`config.mk`:
```
export PLATFORM = sky130hd
export DESIGN_NAME = policer_top
export DESIGN_NICKNAME = d
export VERILOG_FILES = /design/src/rtl/policer_pkg.sv /design/src/rtl/policer_top.sv /design/src/rtl/policer_verdict_merge.sv /design/src/rtl/policer_bucket.sv /design/src/rtl/policer_header_decode.sv /design/src/rtl/policer_regs.sv
export SDC_FILE = /design/constraint.sdc
export NUM_CORES = 1
export LEC_CHECK = 0
export BUFFER_PORTS_ARGS = -buffer_cell sky130_fd_sc_hd__buf_2
export CORE_MARGIN = 2
export CORE_UTILIZATION = 56
export CTS_CLUSTER_DIAMETER = 80
export DETAILED_ROUTE_END_ITERATION = 12
export MAX_ROUTING_LAYER = met4
export PLACE_DENSITY = 0.77
export SLEW_MARGIN = 20
export SYNTH_ARGS = -nofsm -noshare
export SYNTH_HDL_FRONTEND = slang
export SYNTH_SLANG_ARGS = --single-unit
```
`constraint.sdc`:
```
create_clock -name packet_in -period 4.3 [get_ports packet_in]
set_input_delay 0.645 -clock packet_in [delete_from_list [all_inputs] [get_ports packet_in]]
set_output_delay 0.645 -clock packet_in [all_outputs]
set_load 0.02 [all_outputs]
```
`src/rtl/policer_pkg.sv`:
```
// Policer shared constants.
// Port count, field widths and the APB register map.
package policer_pkg;

    // ~~~~~~~~~~~~~~~~~~~~~~~~~~~~~~~~~~~~~~
    // Stream and bucket geometry
    // ~~~~~~~~~~~~~~~~~~~~~~~~~~~~~~~~~~~~~~

    localparam int num_ports = 4;                // Ingress ports policed.
    localparam int port_w    = 2;                // Port number width.
    localparam int data_w    = 32;               // Stream beat width.
    localparam int length_w  = 16;               // Packet byte length.
    localparam int frac_w    = 8;                // Fraction bits of level and leak.
    localparam int level_w   = length_w + frac_w; // Fixed-point bucket level.
    localparam int count_w   = 16;               // Drop counter width.

    // ~~~~~~~~~~~~~~~~~~~~~~~~~~~~~~~~~~~~~~
    // APB register map
    // ~~~~~~~~~~~~~~~~~~~~~~~~~~~~~~~~~~~~~~

    localparam int addr_w      = 8;              // APB address width.
    localparam int port_stride = 16;             // Bytes per port window.
    localparam int stride_w    = $clog2(port_stride);

    // Offsets inside one port window.
    localparam logic [stride_w-1:0] reg_enable    = 4'd0;
    localparam logic [stride_w-1:0] reg_leak      = 4'd4;
    localparam logic [stride_w-1:0] reg_threshold = 4'd8;
    localparam logic [stride_w-1:0] reg_drops     = 4'd12; // Read-only.

    // First address past the last port window.
    localparam logic [addr_w-1:0] regs_top = 8'(num_ports * port_stride);

endpackage
```
`src/rtl/policer_top.sv`:
```
`timescale 1ns/1ps
// Per-ingress-port traffic policer.
// Marks packets that overflow their port's leaky bucket; APB configures and reads counters.
module policer_top (
    input  logic                               packet_in,
    input  logic                               rst,
    input  logic [policer_pkg::addr_w-1:0]     paddr,
    input  logic                               psel,
    input  logic                               penable,
    input  logic                               pwrite,
    input  logic [31:0]                        pwdata,
    output logic [31:0]                        prdata,
    output logic                               pready,
    output logic                               pslverr,
    input  logic                               in_valid,
    output logic                               in_ready,
    input  logic [policer_pkg::data_w-1:0]     in_data,
    input  logic                               in_last,
    input  logic [policer_pkg::port_w-1:0]     in_port,
    input  logic [policer_pkg::length_w-1:0]   in_length,
    output logic                               out_valid,
    input  logic                               out_ready,
    output logic [policer_pkg::data_w-1:0]     out_data,
    output logic                               out_last,
    output logic [policer_pkg::port_w-1:0]     out_port,
    output logic                               out_drop
);

    // ~~~~~~~~~~~~~~~~~~~~~~~~~~~~~~~~~~~~~~
    // Internal wiring
    // ~~~~~~~~~~~~~~~~~~~~~~~~~~~~~~~~~~~~~~

    logic [policer_pkg::num_ports-1:0]                           enable;
    logic [policer_pkg::num_ports-1:0][policer_pkg::level_w-1:0]  leak;
    logic [policer_pkg::num_ports-1:0][policer_pkg::length_w-1:0] threshold;
    logic [policer_pkg::num_ports-1:0][policer_pkg::count_w-1:0]  drop_count;

    logic                                advance;
    logic                                s1_valid;
    logic [policer_pkg::data_w-1:0]      s1_data;
    logic                                s1_last;
    logic [policer_pkg::port_w-1:0]      s1_port;
    logic                                s1_first;
    logic [policer_pkg::num_ports-1:0]   charge;
    logic [policer_pkg::length_w-1:0]    charge_length;
    logic [policer_pkg::num_ports-1:0]   drop;

    policer_regs i_policer_regs (
        .packet_in (packet_in), .rst (rst),
        .paddr (paddr), .psel (psel), .penable (penable), .pwrite (pwrite),
        .pwdata (pwdata), .drop_count (drop_count),
        .prdata (prdata), .pready (pready), .pslverr (pslverr),
        .enable (enable), .leak (leak), .threshold (threshold)
    );

    policer_header_decode i_policer_header_decode (
        .packet_in (packet_in), .rst (rst),
        .in_valid (in_valid), .in_data (in_data), .in_last (in_last),
        .in_port (in_port), .in_length (in_length), .advance (advance),
        .in_ready (in_ready), .s1_valid (s1_valid), .s1_data (s1_data),
        .s1_last (s1_last), .s1_port (s1_port), .s1_first (s1_first),
        .charge (charge), .charge_length (charge_length)
    );

    // One bucket per ingress port.
    for (genvar i = 0; i < policer_pkg::num_ports; i++) begin : g_bucket
        policer_bucket i_policer_bucket (
            .packet_in (packet_in), .rst (rst),
            .enable (enable[i]), .leak (leak[i]), .threshold (threshold[i]),
            .charge (charge[i]), .charge_length (charge_length),
            .drop (drop[i])
        );
    end

    policer_verdict_merge i_policer_verdict_merge (
        .packet_in (packet_in), .rst (rst),
        .s1_valid (s1_valid), .s1_data (s1_data), .s1_last (s1_last),
        .s1_port (s1_port), .s1_first (s1_first), .drop (drop),
        .out_ready (out_ready), .advance (advance),
        .out_valid (out_valid), .out_data (out_data), .out_last (out_last),
        .out_port (out_port), .out_drop (out_drop), .drop_count (drop_count)
    );

endmodule

```
`src/rtl/policer_verdict_merge.sv`:
```
`timescale 1ns/1ps
// Policer output stage.
// Applies the packet verdict to every beat and counts dropped packets per port.
module policer_verdict_merge (
    input  logic                                 packet_in,
    input  logic                                 rst,
    input  logic                                 s1_valid,
    input  logic [policer_pkg::data_w-1:0]       s1_data,
    input  logic                                 s1_last,
    input  logic [policer_pkg::port_w-1:0]       s1_port,
    input  logic                                 s1_first,
    input  logic [policer_pkg::num_ports-1:0]    drop,
    input  logic                                 out_ready,
    output logic                                 advance,
    output logic                                 out_valid,
    output logic [policer_pkg::data_w-1:0]       out_data,
    output logic                                 out_last,
    output logic [policer_pkg::port_w-1:0]       out_port,
    output logic                                 out_drop,
    output logic [policer_pkg::num_ports-1:0][policer_pkg::count_w-1:0] drop_count
);

    logic active;      // Low until the first edge out of reset.
    logic fresh;       // A first beat just entered; its verdict is on drop.
    logic held_drop;   // Verdict of the packet in flight.
    logic verdict;

    assign advance  = active & (out_ready | ~out_valid);
    assign verdict  = drop[out_port];
    assign out_drop = fresh ? verdict : held_drop;

    // ~~~~~~~~~~~~~~~~~~~~~~~~~~~~~~~~~~~~~~
    // Control and counters
    // ~~~~~~~~~~~~~~~~~~~~~~~~~~~~~~~~~~~~~~

    always_ff @(posedge packet_in) begin
        if (rst) begin
            active     <= 1'b0;
            out_valid  <= 1'b0;
            fresh      <= 1'b0;
            held_drop  <= 1'b0;
            drop_count <= '0;
        end else begin
            active <= 1'b1;
            fresh  <= 1'b0;                                // Verdict lasts one cycle.
            if (fresh) begin
                held_drop <= verdict;                      // Kept for the rest of the packet.
            end
            if (fresh && verdict) begin
                drop_count[out_port] <= drop_count[out_port] + 1'b1; // Wraps.
            end
            if (advance) begin
                out_valid <= s1_valid;
                fresh     <= s1_valid & s1_first;
            end
        end
    end

    // Output beat payload.
    always_ff @(posedge packet_in) begin
        if (advance) begin
            out_data <= s1_data;
            out_last <= s1_last;
            out_port <= s1_port;
        end
    end

endmodule

```
`src/rtl/policer_bucket.sv`:
```
`timescale 1ns/1ps
// Policer leaky bucket for one ingress port.
// Leaks every cycle, charges on packet start and registers a drop verdict.
module policer_bucket (
    input  logic                               packet_in,
    input  logic                               rst,
    input  logic                               enable,
    input  logic [policer_pkg::level_w-1:0]    leak,
    input  logic [policer_pkg::length_w-1:0]   threshold,
    input  logic                               charge,
    input  logic [policer_pkg::length_w-1:0]   charge_length,
    output logic                               drop
);

    logic [policer_pkg::level_w-1:0]   level;     // Fixed point, frac_w fraction bits.
    logic [policer_pkg::level_w-1:0]   leaked;
    logic [policer_pkg::length_w:0]    demand;
    logic                              over;
    logic [policer_pkg::level_w:0]     filled;
    logic [policer_pkg::level_w:0]     refilled;
    logic [policer_pkg::level_w-1:0]   charged;

    // ~~~~~~~~~~~~~~~~~~~~~~~~~~~~~~~~~~~~~~
    // Next-level arithmetic
    // ~~~~~~~~~~~~~~~~~~~~~~~~~~~~~~~~~~~~~~

    assign leaked = (level > leak) ? level - leak : '0;      // Floored at zero.

    // Whole part of the level plus the new packet, against the threshold.
    assign demand = {1'b0, level[policer_pkg::level_w-1:policer_pkg::frac_w]}
                  + {1'b0, charge_length};
    assign over   = demand > {1'b0, threshold};

    // Packet length moved up into the fixed-point grid.
    assign filled   = {1'b0, level}
                    + {1'b0, charge_length, {policer_pkg::frac_w{1'b0}}};
    assign refilled = filled - {1'b0, leak};
    assign charged  = (filled > {1'b0, leak}) ? refilled[policer_pkg::level_w-1:0] : '0;

    // ~~~~~~~~~~~~~~~~~~~~~~~~~~~~~~~~~~~~~~
    // Level and verdict
    // ~~~~~~~~~~~~~~~~~~~~~~~~~~~~~~~~~~~~~~

    always_ff @(posedge packet_in) begin
        if (rst) begin
            level <= '0;
            drop  <= 1'b0;
        end else if (!enable) begin
            level <= '0;                               // Disabled port always passes.
            drop  <= 1'b0;
        end else if (charge && over) begin
            level <= leaked;                           // Dropped packet is not charged.
            drop  <= 1'b1;
        end else if (charge) begin
            level <= charged;
            drop  <= 1'b0;
        end else begin
            level <= leaked;
            drop  <= 1'b0;
        end
    end

endmodule

```
`src/rtl/policer_header_decode.sv`:
```
`timescale 1ns/1ps
// Policer input stage.
// Registers each beat, finds packet starts and issues one-hot bucket charges.
module policer_header_decode (
    input  logic                                 packet_in,
    input  logic                                 rst,
    input  logic                                 in_valid,
    input  logic [policer_pkg::data_w-1:0]       in_data,
    input  logic                                 in_last,
    input  logic [policer_pkg::port_w-1:0]       in_port,
    input  logic [policer_pkg::length_w-1:0]     in_length,
    input  logic                                 advance,
    output logic                                 in_ready,
    output logic                                 s1_valid,
    output logic [policer_pkg::data_w-1:0]       s1_data,
    output logic                                 s1_last,
    output logic [policer_pkg::port_w-1:0]       s1_port,
    output logic                                 s1_first,
    output logic [policer_pkg::num_ports-1:0]    charge,
    output logic [policer_pkg::length_w-1:0]     charge_length
);

    logic in_packet;   // A packet is open; its next beat is not a start.
    logic accept;

    assign in_ready = advance;
    assign accept   = in_valid & advance;

    // Stage-1 control.
    always_ff @(posedge packet_in) begin
        if (rst) begin
            in_packet <= 1'b0;
            s1_valid  <= 1'b0;
            s1_first  <= 1'b0;
        end else if (advance) begin
            s1_valid <= in_valid;
            s1_first <= in_valid & ~in_packet;
            if (accept) begin
                in_packet <= ~in_last;                 // Last beat closes the packet.
            end
        end
    end

    // Beat payload; sideband is latched only on a start and held for the packet.
    always_ff @(posedge packet_in) begin
        if (accept) begin
            s1_data <= in_data;
            s1_last <= in_last;
            if (!in_packet) begin
                s1_port       <= in_port;
                charge_length <= in_length;
            end
        end
    end

    // One charge per packet, when its first beat leaves stage 1.
    always_comb begin
        charge = '0;
        if (s1_valid && s1_first && advance) begin
            charge[s1_port] = 1'b1;
        end
    end

endmodule

```
`src/rtl/policer_regs.sv`:
```
`timescale 1ns/1ps
// Policer APB register file.
// Holds per-port enable, leak and threshold and returns the drop counters.
module policer_regs (
    input  logic                                     packet_in,
    input  logic                                     rst,
    input  logic [policer_pkg::addr_w-1:0]           paddr,
    input  logic                                     psel,
    input  logic                                     penable,
    input  logic                                     pwrite,
    input  logic [31:0]                              pwdata,
    input  logic [policer_pkg::num_ports-1:0][policer_pkg::count_w-1:0] drop_count,
    output logic [31:0]                              prdata,
    output logic                                     pready,
    output logic                                     pslverr,
    output logic [policer_pkg::num_ports-1:0]        enable,
    output logic [policer_pkg::num_ports-1:0][policer_pkg::level_w-1:0] leak,
    output logic [policer_pkg::num_ports-1:0][policer_pkg::length_w-1:0] threshold
);

    logic                               access;
    logic                               in_range;
    logic [policer_pkg::port_w-1:0]     port_idx;
    logic [policer_pkg::stride_w-1:0]   offset;
    logic                               wr_en;

    // ~~~~~~~~~~~~~~~~~~~~~~~~~~~~~~~~~~~~~~
    // Address decode
    // ~~~~~~~~~~~~~~~~~~~~~~~~~~~~~~~~~~~~~~

    assign access   = psel & penable;                  // Access phase.
    assign in_range = paddr < policer_pkg::regs_top;
    assign port_idx = paddr[policer_pkg::stride_w +: policer_pkg::port_w];
    assign offset   = paddr[policer_pkg::stride_w-1:0];

    assign pready = 1'b1;                              // No wait states.

    // Drops registers are read-only; nothing lives above the last window.
    assign pslverr = access &
                     (~in_range | (pwrite & (offset == policer_pkg::reg_drops)));

    assign wr_en = access & pwrite & ~pslverr;

    // ~~~~~~~~~~~~~~~~~~~~~~~~~~~~~~~~~~~~~~
    // Configuration flops
    // ~~~~~~~~~~~~~~~~~~~~~~~~~~~~~~~~~~~~~~

    always_ff @(posedge packet_in) begin
        if (rst) begin
            enable    <= '0;
            leak      <= '0;
            threshold <= '0;
        end else if (wr_en) begin
            case (offset)
                policer_pkg::reg_enable: begin
                    enable[port_idx] <= pwdata[0];
                end
                policer_pkg::reg_leak: begin
                    leak[port_idx] <= pwdata[policer_pkg::level_w-1:0];
                end
                policer_pkg::reg_threshold: begin
                    threshold[port_idx] <= pwdata[policer_pkg::length_w-1:0];
                end
                default: begin
                end
            endcase
        end
    end

    // ~~~~~~~~~~~~~~~~~~~~~~~~~~~~~~~~~~~~~~
    // Read mux
    // ~~~~~~~~~~~~~~~~~~~~~~~~~~~~~~~~~~~~~~

    always_comb begin
        prdata = '0;
        if (in_range) begin
            case (offset)
                policer_pkg::reg_enable: begin
                    prdata = 32'(enable[port_idx]);
                end
                policer_pkg::reg_leak: begin
                    prdata = 32'(leak[port_idx]);          // Zero-extended.
                end
                policer_pkg::reg_threshold: begin
                    prdata = 32'(threshold[port_idx]);
                end
                policer_pkg::reg_drops: begin
                    prdata = 32'(drop_count[port_idx]);
                end
                default: begin
                    prdata = '0;                           // Unmapped offset.
                end
            endcase
        end
    end

endmodule

```
[Word-level counts from Yosys, hierarchy flattened]
Cells that the tools add are included.
Operators by class
  add/subtract/negate cells: 17
  $lt $le $gt $ge: 19
  equality and inequality tests: 3
  mux-type cells: 51
  bitwise logic cells: 21
  reductions and logical operators: 21
Operators with widths (count)
  2-to-1 mux 24 bit: 18
  subtractor 24 bit: 8
  bitwise mux 64 bit: 2
  adder 24 x 24 -> 25 bit: 4
  > comparator 25 x 24 -> 1 bit: 4
  binary-select mux 16 bit (select 2 bit): 3
  bitwise mux 96 bit: 1
  > comparator 24 bit: 4
  one-hot mux 24 bit (4 select lines): 1
  2-to-1 mux 16 bit: 5
  adder 16 x 16 -> 17 bit: 4
  > comparator 17 x 16 -> 1 bit: 4
  demux 16 bit (select 2 bit): 2
  binary-select mux 24 bit (select 2 bit): 1
  demux 24 bit (select 2 bit): 1
  2-to-1 mux 32 bit: 1
  adder 16 x 1 -> 16 bit, second input constant: 1
  logical AND 1 bit: 10
  2-to-1 mux 1 bit: 10
  inverter 1 bit: 10
  AND reduction 2 bit: 5
  OR reduction 2 bit: 5
  AND 1 bit: 9
  less-than comparator 2 x 3 -> 1 bit, second input constant: 3
  other kinds (10): 16
Word-level totals
  flip-flop bits (word level): 421
  input bits: 98
  output and inout port bits: 72

[Logic depth before layout (Yosys ltp)]
  word-level depth: 7
  gate-level depth with buffers: 22

[Cells and area by module]
Synthesis repeated with hierarchy kept, for this count alone.
Unflattened totals
  cell total of the unflattened synthesis: 3543
  area total of the unflattened synthesis: 30389.1 um2
Modules (own cells, without submodules)
  policer_regs: instances 1, cells each 934, area each 8146.6 um2
  policer_bucket at g_bucket[1].i_policer_bucket: instances 1, cells each 592, area each 4332.9 um2
  policer_bucket at g_bucket[0].i_policer_bucket: instances 1, cells each 551, area each 4174.0 um2
  policer_verdict_merge: instances 1, cells each 333, area each 4067.7 um2
  policer_bucket at g_bucket[2].i_policer_bucket: instances 1, cells each 533, area each 3992.6 um2
  policer_bucket at g_bucket[3].i_policer_bucket: instances 1, cells each 528, area each 3988.8 um2
  policer_header_decode: instances 1, cells each 72, area each 1686.6 um2

[Worst setup path before layout]
No wires, ideal clock.
  path kind: register to register
  from: register i_policer_header_decode.charge_length[1] in the netlist's numbering
  to: register g_bucket[1].i_policer_bucket.level[15] in the netlist's numbering
  arrival time: 4.679 ns
  required time: 4.212 ns
  setup slack: -0.467 ns
  cell stages (with the launch flop): 19
  clock period less this slack: 4.767 ns
  cell sequence: edfxtp_1 inv_1 fa_1 nor2b_1 o31a_1 o31ai_1 a211oi_1 a21boi_0 xnor2_1 ha_1 nand2_1 or4_4 o32ai_2 a31oi_1 a2111oi_4 nand3_2 nor3b_4 nand2_4 o32ai_2
On the way
  cells in the longest elaborated chain, start to end: 5
  elaborated cells between the ends (all ways): 9
  those cells by class: 3 x add/sub; 2 x order compare; 3 x mux; 1 x reduce/logical
RTL lines
  from (decl): RTL line policer_header_decode.sv:20  | output logic [policer_pkg::length_w-1:0] charge_length
  from (signal assigned): RTL line policer_header_decode.sv:51  | charge_length <= in_length;
  adder 24 x 24 -> 25 bit: RTL line policer_bucket.sv:36  | + {1'b0, charge_length, {policer_pkg::frac_w{1'b0}}};
  subtractor 24 bit / > comparator 25 x 24 -> 1 bit (equally long branches): RTL line policer_bucket.sv:37, policer_bucket.sv:38
  2-to-1 mux 24 bit: RTL line policer_bucket.sv:38  | assign charged = (filled > {1'b0, leak}) ? refilled[policer_pkg::level_w-1:0] : '0;
  2-to-1 mux 24 bit: RTL line policer_bucket.sv:54  | end else if (charge) begin
  2-to-1 mux 24 bit (*): RTL line policer_bucket.sv:51  | end else if (charge && over) begin
  to (signal assigned): RTL line policer_bucket.sv:52  | level <= leaked;
  to (signal assigned): RTL line policer_bucket.sv:55  | level <= charged;
  to (signal assigned): RTL line policer_bucket.sv:58  | level <= leaked;
  to (decl): RTL line policer_bucket.sv:15  | logic [policer_pkg::level_w-1:0] level;
Mark *: on every way between the ends. The rest lies on a longest branch, timed or not.
A chain may end at the register's enable or synchronous reset.

[Worst setup path after layout]
  from: register i_policer_header_decode.charge_length[0] in the netlist's numbering
  to: register g_bucket[2].i_policer_bucket.level[1] in the netlist's numbering
On the way
  cells in the longest elaborated chain, start to end: 5
  elaborated cells between the ends (all ways): 8
  those cells by class: 2 x add/sub; 2 x order compare; 3 x mux; 1 x reduce/logical
RTL lines (RTL line)
  adder 24 x 24 -> 25 bit: policer_bucket.sv:36
  > comparator 25 x 24 -> 1 bit: policer_bucket.sv:38
  2-to-1 mux 24 bit: policer_bucket.sv:38
  2-to-1 mux 24 bit: policer_bucket.sv:54
  2-to-1 mux 24 bit (*): policer_bucket.sv:51
  to (signal assigned): policer_bucket.sv:52
  to (signal assigned): policer_bucket.sv:55
  to (signal assigned): policer_bucket.sv:58
  to (decl): policer_bucket.sv:15
Marks and branches as above.

==> key figures <==
Route
  • Vias: 28,100
  • Post-detailed-route wirelength per cell: 22.3 um
  • DRT Pass-1 Iters: 9
  • Antenna Violating Nets Remaining: 0
  • Drt drc: 0
  • DRT iter0 DRCs: 3,522
  • Vias per std cell: 6.23
  • Drt total wl: 101,000 um

Yosys
  • Ys Warns: 0
  • Sequential fraction of the synthesis area: 0.325
  • Post-Syn Area per Cell: 8.51 um2
  • Leading post-synthesis cells by cell area: dfxtp_1 23%, ha_1 13%, edfxtp_1 9.0%
  • Ys flop type: dfxtp_1
  • Most numerous cell in the Yosys netlist: nand2_1
  • Synthesized instance count: 3,360
  • Synth cell count leaders: 471 x nand2_1, 367 x a21oi_1, 335 x dfxtp_1, 289 x ha_1, 261 x nor2_1
  • Async S/R FF share, synth: 0
  • Number of flops mapped to enable cells by yosys: 86
  • Yosys reg bits: 421
  • Yosys cell types: 85
  • Yosys top cell area share: 0.235
  • Post-synth top area cell: dfxtp_1
  • Post-Synthesis Cell Area: 0.0286 mm2

CTS
  • Worst skew pair latency: 0.63 ns
  • CTS tree: yes
  • CTS Buf Count: 47
  • CTS Hold Bufs: 0
  • Root Buffer: clkbuf_16
  • Clk slew on worst S/H paths: 0.06 ns
  • Worst-case clock buffer depth: 3
  • Number of sinks on the clock net: 421
  • CTS HTree Levels: 2

Global routing
  • Total congestion overflow: 0
  • Initial antenna violation count: 3
  • Global-route usage over all layers: 0.377
  • Global-route wire length before repair: 151,000 um
  • Vias in the first global route: 26,200
  • Pin count of the biggest net entering global routing: 66

Outcome
  • Outcome: finished, violations left
  • Violated checks: setup timing

Timing
  • Hold WS: 0.199 ns
  • Setup ws final: -0.604 ns
  • Tcrit/Tclk final: 1.14
  • Setup violators final: 98
  • Setup TNS: -40.12 ns
  • Final Hold Viols: 0
  • Crit path time final: 4.90 ns
  • Relative slew slack: 0.249
  • Clk_skew: 0.0493 ns
  • Fmax: 204 MHz
  • Slew of the pin with the lowest slew margin: 1.13 ns
  • RSZ-0062 raised after global routing: true
  • Fin. max-slew vios: 0

Worst setup path
  • Setup CP Type: reg -> reg
  • Arrival time at the worst endpoint: 5.46 ns
  • Crit. End Element: flop
  • Worst R2R Path Depth: 24
  • Crit Path Max Fanout: 5
  • Worst endpoint required time: 4.85 ns
  • CP Launch Type: flop
  • Reg2Reg Setup Slack: -0.60 ns

Finish
  • # nets final: 4,193
  • Synth-to-Final Area Change: 23.4%
  • Final instance area: 0.0353 mm2
  • Post-Route Utilization: 0.702
  • Layout fillers: 3,828
  • Layout cells sized above 1: 0.229

Pwr
  • Switching share of total power: 0.257
  • Sw power: 2.39 mW
  • Reg power frac: 0.440
  • Overall Power: 9.32 mW
  • Pwr/cell area: 264 mW/mm2
  • Combinational power share: 0.099
  • LEAKAGE: 14.1 nW
  • Maximum VDD drop: 0.344 mV
  • Internal: 6.93 mW
  • Clock Power Share: 0.461

Floorplan
  • Core area: 0.0503 mm2
  • Die Height: 230 um
  • Die area: 0.0529 mm2
  • Initial Utilization: 0.569
  • Boundary Pins: 170
  • Die X-Extent: 230 um
  • Row count: 82

Worst hold path
  • Worst min path class: in -> reg
  • Hold Crit Depth: 1

Placement
  • GPL Wtd Cong: 1.02
  • Post-DP HPWL: 74,800 um
  • Placed Instance Area: 0.0322 mm2
  • Number of port buffers: 152

Run
  • Max Cap Viol: 0
==> flip-flops by register name (all words and copies together), names as in the netlist, 4 cells and up <==
| name | cells |
|---|---|
| g_bucket.i_policer_bucket.level | 96 |
| i_policer_regs.leak | 96 |
| i_policer_regs.threshold | 64 |
| i_policer_verdict_merge.drop_count | 64 |
| i_policer_header_decode.s1_data | 32 |
| i_policer_verdict_merge.out_data | 32 |
| i_policer_header_decode.charge_length | 16 |
| g_bucket.i_policer_bucket.drop | 4 |
| i_policer_regs.enable | 4 |
==> cells in the final DEF (no fill, tap or decap), types with 20 or more instances in the layout <==
master / instances
a211oi_1: 77
a21o_1: 93
a21oi_1: 344
a21oi_2: 20
a22oi_1: 20
and3_1: 32
buf_2: 149
buf_4: 338
buf_6: 28
clkbuf_16: 47
dfxtp_1: 335
edfxtp_1: 86
ha_1: 282
inv_1: 230
mux4_2: 75
nand2_1: 465
nand2b_1: 27
nand3_1: 51
nand4_1: 42
nor2_1: 247
nor2b_1: 26
nor3_1: 53
o211ai_1: 21
o21a_1: 30
o21ai_0: 112
o21bai_1: 24
xnor2_1: 105
xor2_1: 72
==> worst max-delay path: stages, from the launching register on <==
cell and delay [ns]:
edfxtp_1 0.50, buf_4 0.19, buf_6 0.11, ha_4 0.15
a21o_1 0.19, a21oi_2 0.18, o21ai_2 0.09, a31o_2 0.21
a31oi_1 0.20, buf_4 0.18, o21bai_4 0.07, a31o_2 0.25
a21oi_2 0.18, xnor2_2 0.10, ha_2 0.21, or3_4 0.37
a2111oi_4 0.35, o221ai_2 0.18, buf_4 0.18, or2_4 0.25
a211oi_4 0.22, buf_6 0.15, o21ai_4 0.09, buf_6 0.18
nor2_4 0.07
==> layer usage <==
metal / vias to the layer above / track usage / share of wire
li1: 12900 / - / -
met3: 348 / 0.0621 / 0.10
met2: 1617 / 0.570 / 0.44
met5: - / - / 0
met4: 0 / 0.182 / 0.060
met1: 13200 / 0.494 / 0.40
==> layout make-up <==
class,count,area [um2],share of cell area
clock buffer,65,1320,0.0373
inverter,235,885,0.0251
multi-input combinational,2573,18900,0.537
antenna,5,12.5,0.000355
sequential,421,9290,0.263
clock inverter,23,308,0.00872
timing repair buffer,520,3700,0.105
tap,672,841,0.0238
==> worst paths after layout <==
check                                              endpoint                                startpoint
setup / recovery      g_bucket[2].i_policer_bucket.level[1]  i_policer_header_decode.charge_length[0]
setup reg to reg      g_bucket[2].i_policer_bucket.level[1]  i_policer_header_decode.charge_length[0]
hold reg to reg         i_policer_verdict_merge.out_data[5]        i_policer_header_decode.s1_data[5]
hold / removal    i_policer_header_decode.charge_length[13]                             in_length[13]
==> per-stage QoR <==
step	worst slack [ns]	std cells
2_1_floorplan	-0.00959	3367
3_3_place_gp	-0.557	4370
3_5_place_dp	-0.759	4370
4_1_cts	-0.407	4489
5_1_grt	-0.795	4512
6_report	-0.604	4514
==> logic make-up after synthesis <==
family | count (synthesis) | synth area share
AO/OA/AOI/OAI | 926 | 0.204
adder cells (fa/ha/maj) | 297 | 0.132
buffers and inverters | 373 | 0.0510
other | 2 | 0.000263
flip-flops | 421 | 0.325
multiplexers | 83 | 0.0620
XOR/XNOR | 190 | 0.0582
AND/OR/NAND/NOR | 1068 | 0.168
==> power groups by stage <==
stage	Combinational (mW)	Sequential [mW]	Clock [mW]
final	0.922	4.10	4.29
after global routing	0.980	4.10	4.46
after CTS	0.872	4.10	4.28
after detailed placement	0.822	4.19	0
after global placement	0.813	4.19	0
after floorplan	0.471	4.20	0
==> repair_timing <==
action / 4_1_cts / 5_1_grt
pin swaps: 99 / 74
buffers inserted: 33 / 23
resized for setup: 149 / 81
setup endpoints to repair: 99 / 99
No activity file was read; power rests on OpenSTA's default activity.
